## config.mk

```make
export PLATFORM = sky130hd
export DESIGN_NAME = gr8Ram
export DESIGN_NICKNAME = d
export VERILOG_FILES = /design/src/source/gr8Pkg.sv /design/src/source/addrByte.sv /design/src/source/busSync.sv /design/src/source/gr8Ram.sv /design/src/source/sdramSequencer.sv /design/src/source/slotDecode.sv
export SDC_FILE = /design/constraint.sdc
export NUM_CORES = 1
export LEC_CHECK = 0
export BUFFER_PORTS_ARGS = -buffer_cell sky130_fd_sc_hd__buf_4
export CAP_MARGIN = 20
export CORE_UTILIZATION = 45
export DETAILED_ROUTE_END_ITERATION = 10
export PLACE_DENSITY = 0.65
export SETUP_SLACK_MARGIN = 0.2
export SYNTH_ARGS = -nofsm -noshare
export SYNTH_HDL_FRONTEND = slang
export SYNTH_HIERARCHICAL = 1
export SYNTH_SLANG_ARGS = --single-unit
```

## constraint.sdc

```tcl
create_clock -name C25M -period 4.27 [get_ports C25M]
set_input_delay 0.6405 -clock C25M [delete_from_list [all_inputs] [get_ports C25M]]
set_output_delay 0.6405 -clock C25M [all_outputs]
set_load 0.01 [all_outputs]
```

## src/source/gr8Pkg.sv

```systemverilog
`default_nettype none

package gr8Pkg;

	typedef logic [11:0] slotAddr_t;   // Offset inside the C000 page
	typedef logic [7:0]  dataByte_t;
	typedef logic [12:0] sdRow_t;
	typedef logic [8:0]  sdCol_t;
	typedef logic [1:0]  romBank_t;
	typedef logic [2:0]  cyclePhase_t; // 0 is idle

	localparam cyclePhase_t phaseIdle = 3'd0;
	localparam cyclePhase_t phaseLast = 3'd7;

	// Slinky register indices, offset bits 3:0 with bit 7 set
	localparam logic [3:0] regLow  = 4'h0;
	localparam logic [3:0] regMid  = 4'h1;
	localparam logic [3:0] regHigh = 4'h2;
	localparam logic [3:0] regData = 4'h3;
	localparam logic [3:0] regBank = 4'hF;

	localparam logic [1:0] romSdBank = 2'd2; // SDRAM bank holding the ROM image

	typedef enum logic [2:0] {
		cmdNop,
		cmdActive,
		cmdRead,
		cmdWrite,
		cmdPrecharge,
		cmdRefresh
	} sdramCmd_e;

	typedef struct packed {
		logic      cke;
		logic      nCs;
		logic      nRas;
		logic      nCas;
		logic      nWe;
		logic [1:0] ba;
		sdRow_t    a;
		logic      dqml;
		logic      dqmh;
	} sdramPins_t;

	typedef struct packed {
		slotAddr_t offset;
		logic      inIoSpace; // Address was in Cxxx
		logic      write;
		logic      devSel;
		logic      ioSel;
		logic      ioStrb;
	} busCycle_t;

	typedef struct packed {
		logic romRead;
		logic ramSel;
		logic ramWrite;
	} accessSel_t;

endpackage

`default_nettype wire

```

## src/source/addrByte.sv

```systemverilog
`timescale 1ns/1ps
`default_nettype none

module addrByte import gr8Pkg::*; (
	input  wire logic      C25M,
	input  wire logic      reset,
	input  wire logic      load,
	input  wire dataByte_t writeByte,
	input  wire logic      incIn,
	output dataByte_t      value,
	output logic           carryOut
);

	// A load that drops bit 7 bumps the next byte up
	assign carryOut = load ? (value[7] && !writeByte[7]) : (incIn && value == 8'hFF);

	always_ff @(posedge C25M) begin
		if (reset) begin
			value <= '0;
		end else if (load) begin
			value <= writeByte;
		end else if (incIn) begin
			value <= value + 8'd1;
		end
	end

endmodule

`default_nettype wire

```

## src/source/busSync.sv

```systemverilog
`timescale 1ns/1ps
`default_nettype none

module busSync import gr8Pkg::*; (
	input  wire logic        C25M,
	input  wire logic        reset,
	input  wire logic        phi0,
	input  wire logic [15:0] ra,
	input  wire logic        nWe,
	input  wire logic        nDevSel,
	input  wire logic        nIoSel,
	input  wire logic        nIoStrb,
	output busCycle_t        cycle,
	output cyclePhase_t      phase,
	output logic             cycleStart
);

	logic phi0R1, phi0R2;
	logic [2:0] selR1, selR2; // devSel, ioSel, ioStrb
	slotAddr_t offsetQ;
	logic ioSpaceQ;
	logic writeQ;

	// Two-flop synchronizers
	always_ff @(posedge C25M) begin
		if (reset) begin
			phi0R1 <= 1'b0;
			phi0R2 <= 1'b0;
			selR1 <= 3'b000;
			selR2 <= 3'b000;
		end else begin
			phi0R1 <= phi0;
			phi0R2 <= phi0R1;
			selR1 <= {~nDevSel, ~nIoSel, ~nIoStrb};
			selR2 <= selR1;
		end
	end

	assign cycleStart = (phase == phaseIdle) && phi0R1 && !phi0R2;

	// Phase 1..7 then back to idle
	always_ff @(posedge C25M) begin
		if (reset) begin
			phase <= phaseIdle;
		end else if (cycleStart) begin
			phase <= 3'd1;
		end else if (phase != phaseIdle) begin
			phase <= phase + 3'd1; // 7 wraps to idle
		end
	end

	// Address held for the whole cycle
	always_ff @(posedge C25M) begin
		if (cycleStart) offsetQ <= ra[11:0];
	end

	always_ff @(posedge C25M) begin
		if (reset) begin
			ioSpaceQ <= 1'b0;
			writeQ <= 1'b0;
		end else if (cycleStart) begin
			ioSpaceQ <= ra[15:12] == 4'hC;
			writeQ <= !nWe;
		end
	end

	assign cycle = '{
		offset: offsetQ,
		inIoSpace: ioSpaceQ,
		write: writeQ,
		devSel: selR2[2],
		ioSel: selR2[1],
		ioStrb: selR2[0]
	};

endmodule

`default_nettype wire

```

## src/source/gr8Ram.sv

```systemverilog
`timescale 1ns/1ps
`default_nettype none

module gr8Ram import gr8Pkg::*; #(
	parameter int addrBytes     = 3,
	parameter int refreshPeriod = 128
) (
	input  wire logic        C25M,
	input  wire logic        reset,
	input  wire logic        phi0,
	input  wire logic [15:0] ra,
	input  wire logic        nWe,
	input  wire logic        nDevSel,
	input  wire logic        nIoSel,
	input  wire logic        nIoStrb,
	input  wire dataByte_t   rd,
	output logic             rdDir,
	output logic             cke,
	output logic             nCs,
	output logic             nRas,
	output logic             nCas,
	output logic             nSWe,
	output logic [1:0]       ba,
	output logic [12:0]      sa,
	output logic             dqml,
	output logic             dqmh
);

	busCycle_t cycle;
	cyclePhase_t phase;
	logic cycleStart;
	accessSel_t access;
	logic [addrBytes-1:0] byteLoad;
	dataByte_t writeByte;
	logic incAll;
	romBank_t romBank;
	logic [addrBytes-1:0] incIn, carry;
	logic [addrBytes*8-1:0] slinky;
	sdramPins_t pins;

	busSync i_busSync (
		.C25M(C25M), .reset(reset), .phi0(phi0), .ra(ra), .nWe(nWe),
		.nDevSel(nDevSel), .nIoSel(nIoSel), .nIoStrb(nIoStrb),
		.cycle(cycle), .phase(phase), .cycleStart(cycleStart)
	);

	slotDecode #(.addrBytes(addrBytes)) i_slotDecode (
		.C25M(C25M), .reset(reset), .cycle(cycle), .phase(phase), .rd(rd),
		.phi0(phi0), .nWe(nWe), .nDevSel(nDevSel), .nIoSel(nIoSel), .nIoStrb(nIoStrb),
		.access(access), .byteLoad(byteLoad), .writeByte(writeByte),
		.incAll(incAll), .romBank(romBank), .rdDir(rdDir)
	);

	// Carry ripples upward from the low byte
	assign incIn = {carry[addrBytes-2:0], incAll};

	for (genvar i = 0; i < addrBytes; i++) begin : gSlice
		addrByte i_addrByte (
			.C25M(C25M), .reset(reset), .load(byteLoad[i]), .writeByte(writeByte),
			.incIn(incIn[i]), .value(slinky[i*8 +: 8]), .carryOut(carry[i])
		);
	end

	sdramSequencer #(.addrBytes(addrBytes), .refreshPeriod(refreshPeriod)) i_sdramSequencer (
		.C25M(C25M), .reset(reset), .phase(phase), .cycleStart(cycleStart),
		.access(access), .offset(cycle.offset), .romBank(romBank),
		.slinky(slinky), .pins(pins)
	);

	assign cke = pins.cke;
	assign nCs = pins.nCs;
	assign nRas = pins.nRas;
	assign nCas = pins.nCas;
	assign nSWe = pins.nWe;
	assign ba = pins.ba;
	assign sa = pins.a;
	assign dqml = pins.dqml;
	assign dqmh = pins.dqmh;

endmodule

`default_nettype wire

```

## src/source/sdramSequencer.sv

```systemverilog
`timescale 1ns/1ps
`default_nettype none

module sdramSequencer import gr8Pkg::*; #(
	parameter int addrBytes     = 3,
	parameter int refreshPeriod = 128
) (
	input  wire logic        C25M,
	input  wire logic        reset,
	input  wire cyclePhase_t phase,
	input  wire logic        cycleStart,
	input  wire accessSel_t  access,
	input  wire slotAddr_t   offset,
	input  wire romBank_t    romBank,
	input  wire logic [addrBytes*8-1:0] slinky,
	output sdramPins_t       pins
);

	localparam int unsigned refBits = $clog2(refreshPeriod);
	localparam logic [refBits-1:0] refLast = refBits'(refreshPeriod - 1);

	// NOP with the clock running
	localparam sdramPins_t nopPins = '{
		cke: 1'b1, nCs: 1'b0, nRas: 1'b1, nCas: 1'b1, nWe: 1'b1,
		ba: 2'b00, a: '0, dqml: 1'b1, dqmh: 1'b1
	};

	logic [refBits-1:0] refCount;
	logic refReq;
	logic activeOpen; // Row open in this bus cycle
	logic opening;
	logic ramRead;
	sdramCmd_e cmd;
	logic cmdCke;
	sdRow_t row;
	sdCol_t col;
	logic [1:0] bank;
	logic lowByte;
	sdramPins_t nextPins;

	assign opening = access.romRead || access.ramSel;
	assign ramRead = access.ramSel && !access.ramWrite;

	// ROM lives in bank 2, RAM uses the slinky address
	assign row = access.romRead ? {9'd0, romBank, offset[11:10]} : slinky[22:10];
	assign col = access.romRead ? offset[9:1] : slinky[9:1];
	assign bank = access.romRead ? romSdBank : {1'b0, slinky[23]};
	assign lowByte = access.romRead ? offset[0] : slinky[0];

	always_ff @(posedge C25M) begin
		if (reset) begin
			refCount <= '0;
			refReq <= 1'b0;
		end else begin
			refCount <= (refCount == refLast) ? '0 : refCount + 1'b1;
			if (refCount == refLast) refReq <= 1'b1;
			else if (cmd == cmdRefresh) refReq <= 1'b0;
		end
	end

	always_comb begin
		cmd = cmdNop;
		cmdCke = 1'b0;
		case (phase)
			phaseIdle: begin
				if (cycleStart) begin
					cmdCke = 1'b1; // Wake the clock for the activate
				end else if (refReq) begin
					cmdCke = 1'b1;
					if (pins.cke) cmd = cmdRefresh; // Only once cke has been high a clock
				end
			end
			3'd1: begin
				cmdCke = opening;
				if (opening) cmd = cmdActive;
			end
			3'd2: begin
				cmdCke = activeOpen;
				if (activeOpen && (access.romRead || ramRead)) cmd = cmdRead;
			end
			3'd5: begin
				cmdCke = activeOpen;
				if (activeOpen && access.ramWrite) cmd = cmdWrite;
			end
			phaseLast: begin
				cmdCke = activeOpen;
				if (activeOpen) cmd = cmdPrecharge;
			end
			default: cmdCke = activeOpen;
		endcase
	end

	always_ff @(posedge C25M) begin
		if (reset) activeOpen <= 1'b0;
		else if (cmd == cmdActive) activeOpen <= 1'b1;
		else if (phase == phaseLast) activeOpen <= 1'b0;
	end

	// Standard SDRAM truth table
	always_comb begin
		nextPins = nopPins;
		nextPins.cke = cmdCke;
		case (cmd)
			cmdActive: begin
				nextPins.nRas = 1'b0;
				nextPins.ba = bank;
				nextPins.a = row;
			end
			cmdRead, cmdWrite: begin
				nextPins.nCas = 1'b0;
				nextPins.nWe = cmd == cmdRead;
				nextPins.ba = bank;
				nextPins.a = {2'b00, 1'b1, 1'b0, col}; // A10 set, auto-precharge
				nextPins.dqml = lowByte;
				nextPins.dqmh = !lowByte;
			end
			cmdPrecharge: begin
				nextPins.nRas = 1'b0;
				nextPins.nWe = 1'b0;
				nextPins.a = 13'h0400; // All banks
			end
			cmdRefresh: begin
				nextPins.nRas = 1'b0;
				nextPins.nCas = 1'b0;
			end
			default: ;
		endcase
	end

	always_ff @(posedge C25M) begin
		if (reset) pins <= nopPins;
		else pins <= nextPins;
	end

endmodule

`default_nettype wire

```

## src/source/slotDecode.sv

```systemverilog
`timescale 1ns/1ps
`default_nettype none

module slotDecode import gr8Pkg::*; #(
	parameter int addrBytes = 3
) (
	input  wire logic        C25M,
	input  wire logic        reset,
	input  wire busCycle_t   cycle,
	input  wire cyclePhase_t phase,
	input  wire dataByte_t   rd,
	input  wire logic        phi0,
	input  wire logic        nWe,
	input  wire logic        nDevSel,
	input  wire logic        nIoSel,
	input  wire logic        nIoStrb,
	output accessSel_t       access,
	output logic [addrBytes-1:0] byteLoad,
	output dataByte_t        writeByte,
	output logic             incAll,
	output romBank_t         romBank,
	output logic             rdDir
);

	logic regEn; // Register space open
	logic romEn; // Expansion ROM open
	logic endOfCycle;
	logic romRead, regSel, ramSel;
	logic regWrite;

	assign endOfCycle = phase == phaseLast;

	assign romRead = cycle.inIoSpace && cycle.offset[11:8] != 4'h0 && !cycle.write;
	assign regSel = cycle.inIoSpace && cycle.offset[11:8] == 4'h0 && cycle.offset[7];
	assign ramSel = regSel && cycle.offset[3:0] == regData && cycle.devSel && regEn;

	assign access = '{romRead: romRead, ramSel: ramSel, ramWrite: ramSel && cycle.write};

	// Register writes land at the end of the bus cycle
	assign regWrite = endOfCycle && regSel && cycle.devSel && cycle.write;
	assign incAll = endOfCycle && ramSel;

	// Write data, one sample behind the bus
	always_ff @(posedge C25M) begin
		writeByte <= rd;
	end

	always_ff @(posedge C25M) begin
		if (reset) begin
			regEn <= 1'b0;
			romEn <= 1'b0;
		end else if (endOfCycle) begin
			if (cycle.ioStrb && cycle.offset[10:0] == 11'h7FF) begin
				romEn <= 1'b0; // CFFF releases the ROM
			end else if (cycle.ioSel) begin
				romEn <= 1'b1;
				regEn <= 1'b1;
			end
		end
	end

	always_ff @(posedge C25M) begin
		if (reset) begin
			romBank <= '0;
		end else if (regWrite && cycle.offset[3:0] == regBank) begin
			romBank <= writeByte[1:0];
		end
	end

	for (genvar i = 0; i < addrBytes; i++) begin : gLoad
		assign byteLoad[i] = regWrite && regEn && cycle.offset[3:0] == 4'(regLow + i);
	end

	// Low turns the bus transceiver toward the Apple
	assign rdDir = !(phi0 && nWe &&
		((!nDevSel && regEn) || !nIoSel || (!nIoStrb && romEn)));

endmodule

`default_nettype wire

```

==> flow_metrics.tcl, run 1 <==
set metrics [dict create \
    status "finished, final reports clean" \
    timing.critical_path.mode_cell "nor4_2" \
    finalSetupViolCount 0 \
    end_kind "flip-flop" \
    syn2layout_area_growth_pct 14.48 \
    critPathMaxStageDelay_ns 0.47 \
    p_per_area_nw_per_um2 338.4 \
    viasPerCell 5.584 \
    clk_pin_slew_ns 0.09 \
    gr-usage-all-layers 0.1948 \
    criticalPathCategory "flip-flop to flip-flop" \
    period_share 0.8918 \
    place_congestion 0.7892 \
    postRouteAntennaNets 0 \
    cts.repair.resized 0 \
    fp.dieH_um 99.10 \
    path_buf_inv 1 \
    avgSynthCellArea_um2 10.17 \
    wl_per_cell_um 15.83 \
    cp-endpoint "gSlice[2].i_addrByte/value[6]" \
    seq_area_um2 1942 \
    coreArea_um2 9196 \
    tns_ns 0 \
    netlist_area_um2 4243 \
    dieArea_um2 9821 \
    p_seq_frac 0.566 \
    start_util 0.4614 \
    io_pins 54 \
    antenna_cells 0 \
    vias 3222 \
    dr.first_iter.drc_count 93 \
    slowest_stage "nor4_2" \
    cts_buffers 9 \
    cp.arrival_ns 4.09 \
    hold_class "primary input to flip-flop" \
    multi_input_area_um2 2081 \
    grt_pass1_vias 3024 \
    crit_family "simple AND/OR/NAND/NOR gates" \
    fin_nets 498 \
    post_cts_buffers 0 \
    worstPathCellList "nor4_2, nand4_1, nor4_2, clkinv_1, nor2_1, o21a_1, nand2_1, nor4b_1, o21a_2, nor3b_1, or4b_1, o211ai_1" \
    gr-total-overflow 0 \
    r2r-end "gSlice[2].i_addrByte/value[6]" \
    firstDrtPassIters 4 \
    syn_inst 417 \
    p_int_mw 1.226 \
    cts_max_path_buffers 2 \
    rsz0062_at_grt "no" \
    power_mw 1.643 \
    grt_pass1_wl_um 14910 \
    clock.fmax_mhz 262.6 \
    cts_tree "yes" \
    hold_viol 0 \
    hpwl_um 6463 \
    reg2reg_depth 12 \
    finClkSkew_ns 0.01042 \
    p_leak_nw 1.696 \
    reg2reg_slack_ns 0.46 \
    wirelength_um 9136 \
    r2r_start "i_busSync/offsetQ[8]" \
    start_kind "flip-flop" \
    max-slew-margin-rel 0.4717 \
    fin_util 0.5282 \
    core.rowCount 35 \
    drc 0 \
    fillers 860 \
    worstMarginPinSlew_ns 0.7924 \
    cap_violations 0 \
    syn_nets 454 \
    pwr-share-comb 0.068 \
    slew_viol_final 0 \
    p_sw_mw 0.4173 \
    grt_max_degree 75 \
    p_sw_frac 0.2539 \
    cts_hold_buffers 0 \
    drive_above_1_share 0.2597 \
    yosys_warnings 6 \
    grt_antenna_before_repair 0 \
    clk_latency_ns 0.36 \
    post-route-min-period_ns 3.808 \
    cts_max_level 3 \
    crit_fanout 10 \
    p_clk_frac 0.367 \
    fp.dieW_um 99.10 \
    cp-startpoint "i_busSync/offsetQ[8]" \
    crit_required_ns 4.55 \
    clock-sinks 91 \
    io_buffers 52 \
    cp_num_cells 12 \
    cts-root-buf "clkbuf_8" \
    ir_drop_v 0.0002401 \
]
==> placed cells by master (no fill, tap or decap), types with 7 or more instances in the layout <==
cell / n
clkbuf_8: 9
a21oi_1: 11
inv_1: 9
buf_4: 59
nand3_1: 17
or3_1: 9
mux2_2: 17
nand2_1: 17
xor2_1: 14
edfxtp_1: 12
a211oi_1: 11
nor2_1: 42
o211ai_1: 12
nor3b_1: 11
dfxtp_1: 79
nand4_1: 19
nor2b_1: 7
a211oi_2: 9
mux2i_1: 10
==> metal layers <==
layer	part of all wire	GRT usage
met1	0.47	0.2545
met2	0.48	0.3158
met3	0.034	0.04006
met4	0.016	0.08145
met5	0	0
==> registers in the layout, indices dropped and copies added (netlist names) <==
register,count
i_busSync/phase,3
i_slotDecode/writeByte,8
i_busSync/selR1,3
i_sdramSequencer/refCount,7
i_sdramSequencer/pins,21
i_slotDecode/regEn,1
i_sdramSequencer/activeOpen,1
i_sdramSequencer/refReq,1
i_busSync/writeQ,1
i_busSync/phi0R2,1
i_busSync/offsetQ,12
i_busSync/selR2,3
i_slotDecode/romEn,1
gSlice.i_addrByte/value,24
i_busSync/ioSpaceQ,1
i_slotDecode/romBank,2
i_busSync/phi0R1,1
==> cell type report <==
type | count | share of cell area
Clock buffer | 9 | 0.02550
Clock inverter | 7 | 0.01726
Inverter | 12 | 0.009274
Multi-Input combinational cell | 288 | 0.4284
Sequential cell | 91 | 0.3998
Tap cell | 111 | 0.02859
Timing Repair Buffer | 59 | 0.09119
==> per-stage QoR <==
stage	std cells	worst slack (ns)	hold WS (ns)	cell area, µm²
after global placement	561	0.5337	0.4212	4642
final	577	0.4618	0.3792	4857
after global routing	577	0.2817	0.3601	4857
after detailed placement	561	0.4091	0.4220	4642
after CTS	577	0.3113	0.3618	4850
after floorplan	417	0.8202	0.4138	4243
==> worst min-delay path by stage <==
stage | startpoint | to | slack [ns] | cells past startpoint
floorplan | i_busSync/selR1[0] | i_busSync/selR2[0] | 0.41 | 1
global placement | i_busSync/selR1[0] | i_busSync/selR2[0] | 0.42 | 1
detailed placement | i_busSync/selR1[2] | i_busSync/selR2[2] | 0.42 | 1
CTS | rd[0] | i_slotDecode/writeByte[0] | 0.36 | 1
global route | rd[5] | i_slotDecode/writeByte[5] | 0.36 | 1
finish | rd[0] | i_slotDecode/writeByte[0] | 0.38 | 1
==> power by group through the flow <==
stage	clock network [mW]	logic [mW]	registers [mW]
after floorplan	0	0.0827	0.933
after global placement	0	0.106	0.948
final	0.603	0.111	0.930
after detailed placement	0	0.111	0.949
after CTS	0.618	0.111	0.929
after global routing	0.654	0.122	0.935
Power figures use the tool's default switching activity.
==> run 2, diff against run 1 <==
--- a/config.mk
+++ b/config.mk
@@ -9,7 +9,7 @@
 export CAP_MARGIN = 20
 export CORE_UTILIZATION = 45
 export DETAILED_ROUTE_END_ITERATION = 10
-export PLACE_DENSITY = 0.65
+export PLACE_DENSITY = 0.67
 export SETUP_SLACK_MARGIN = 0.2
 export SYNTH_ARGS = -nofsm -noshare
 export SYNTH_HDL_FRONTEND = slang
==> constraint.sdc (replaced) <==
create_clock -name C25M -period 3.1 [get_ports C25M]
set_input_delay 0.465 -clock C25M [delete_from_list [all_inputs] [get_ports C25M]]
set_output_delay 0.465 -clock C25M [all_outputs]
set_load 0.01 [all_outputs]
==> flow_metrics.tcl, run 2 (synthesized netlist as in run 1, its figures left out) <==
set metrics [dict create \
    core.rowCount 35 \
    largest_register_ffs 24 \
    gr-usage-all-layers 0.1942 \
    postRouteAntennaNets 0 \
    dpl_cell_area_um2 4865 \
    slew_viol_final 0 \
    post-route-min-period_ns 3.074 \
    gr-total-overflow 0 \
    hpwl_um 6717 \
    final_cell_mix "buf_4, dfxtp_1, nor2_1" \
    dieArea_um2 9821 \
    clock.fmax_mhz 325.3 \
    hold_path_end "i_slotDecode/writeByte[5]" \
    timing.hold.ws_ns 0.2074 \
    syn2layout_area_growth_pct 21.17 \
    setup_slack_ns 0.02589 \
    r2r_start "i_busSync/offsetQ[3]" \
    design_area_um2 5141 \
    fillers 805 \
    criticalPathCategory "flip-flop to flip-flop" \
    drive_above_1_share 0.3177 \
    crit_fanout 3 \
    end_kind "flip-flop" \
    cap_violations 0 \
    p_per_area_nw_per_um2 455.6 \
    mostFrequentLayoutCell "buf_4" \
    cp.arrival_ns 3.35 \
    reg2reg_depth 13 \
    clock-sinks 91 \
    rsz0062_at_grt "yes" \
    regMostFlops "gSlice.i_addrByte/value" \
    cts_max_path_buffers 2 \
    fp.dieH_um 99.10 \
    period_share 0.9916 \
    cts_tree "yes" \
    finalSetupViolCount 0 \
    max-slew-margin-rel 0.4563 \
    io_pins 54 \
    clk_latency_ns 0.35 \
    io_buffers 52 \
    cts-root-buf "clkbuf_8" \
    viasPerCell 5.520 \
    finClkSkew_ns 0.003685 \
    grt_max_degree 75 \
    fin_util 0.5590 \
    drc 0 \
    wl_per_cell_um 15.52 \
    hold_class "primary input to flip-flop" \
    grt_pass1_wl_um 14890 \
    grt_antenna_before_repair 0 \
    antenna_cells 0 \
    hold_viol 0 \
    start_util 0.4614 \
    whs_path_depth 1 \
    status "finished, final reports clean" \
    top_regs "gSlice.i_addrByte/value: 24 flops, i_sdramSequencer/pins: 21 flops, i_busSync/offsetQ: 12 flops" \
    cts_buffers 9 \
    grt_pass1_vias 2997 \
    fin_nets 523 \
    dr.first_iter.drc_count 153 \
    p_leak_nw 1.853 \
    r2r-end "gSlice[2].i_addrByte/value[7]" \
    worstMarginPinSlew_ns 0.8155 \
    crit_required_ns 3.38 \
    ir_drop_v 0.0003112 \
    reg2reg_slack_ns 0.03 \
    clk_pin_slew_ns 0.09 \
    cts_max_level 3 \
    vias 3323 \
    start_kind "flip-flop" \
    coreArea_um2 9196 \
    place_congestion 0.8757 \
    firstDrtPassIters 4 \
    fp.dieW_um 99.10 \
    hold_path_startpoint "rd[5]" \
    cp-startpoint "i_busSync/offsetQ[3]" \
    place_worst_setup_slack_ns -0.03395 \
    power_mw 2.342 \
    wirelength_um 9343 \
]
[run 2: changes by cell type in the layout (fill, tap and decap cells not counted), sizes merged]
cell | previous run | this run
inv | 12 | 11
clkinv | 5 | 3
buf | 59 | 84
clkbuf | 9 | 12
[run 2: worst max-delay path by stage]
stage | endpoint | cells after the start
2_1_floorplan | gSlice[2].i_addrByte/value[7] | 15
6_report | gSlice[2].i_addrByte/value[7] | 13
3_5_place_dp | gSlice[2].i_addrByte/value[7] | 13
3_3_place_gp | gSlice[2].i_addrByte/value[7] | 13
4_1_cts | gSlice[2].i_addrByte/value[7] | 13
5_1_grt | gSlice[2].i_addrByte/value[7] | 13
[run 2: layout make-up]
cell class,count,area [µm²],area share
clock buffer,12,176.4,0.03431
sequential,91,1942,0.3777
multi-input combinational,288,2147,0.4176
timing repair buffer,84,634.4,0.1234
inverter,12,50.05,0.009735
clock inverter,4,52.55,0.01022
tap,111,138.9,0.02701
[run 2: routing by layer]
layer / track usage / vias up / part of all wire
li1: - / 1658 / -
met1: 0.2526 / 1585 / 0.46
met2: 0.3244 / 74 / 0.50
met3: 0.04216 / 6 / 0.034
met4: 0.05995 / 0 / 0.0063
met5: 0 / - / 0
[run 2: through the flow]
stage,instances,TNS (ns)
after global placement,583,0
after global routing,602,-0.5637
after CTS,602,0
after detailed placement,583,-0.03395
final,602,0
after floorplan,417,-0.06976
[run 2: what timing repair did]
item / CTS / global route
hold buffers: 0 / 0
pin swaps: 2 / 1
setup buffers: 3 / 0
setup endpoints to repair: 9 / 13
resized for setup: 3 / 2
[run 2: report_power, final]
part           switching [mW]  total, mW  leakage [nW]  internal, mW
Sequential             0.0308       1.26         0.753          1.23
Combinational           0.106      0.190         0.985        0.0848
Clock                   0.419      0.889         0.115         0.469
Total                   0.556       2.34          1.85          1.79
[run 2: worst max-delay path, cell delays in order (launching register included)]
cell,delay [ns]
edfxtp_1,0.42
nor3b_2,0.28
nand4_1,0.18
nor3_2,0.20
buf_4,0.14
nand2_2,0.06
nor4b_2,0.24
o21a_1,0.21
nand2_4,0.06
nor4b_2,0.20
o21a_1,0.17
or4b_1,0.42
or3_1,0.31
o211ai_1,0.09
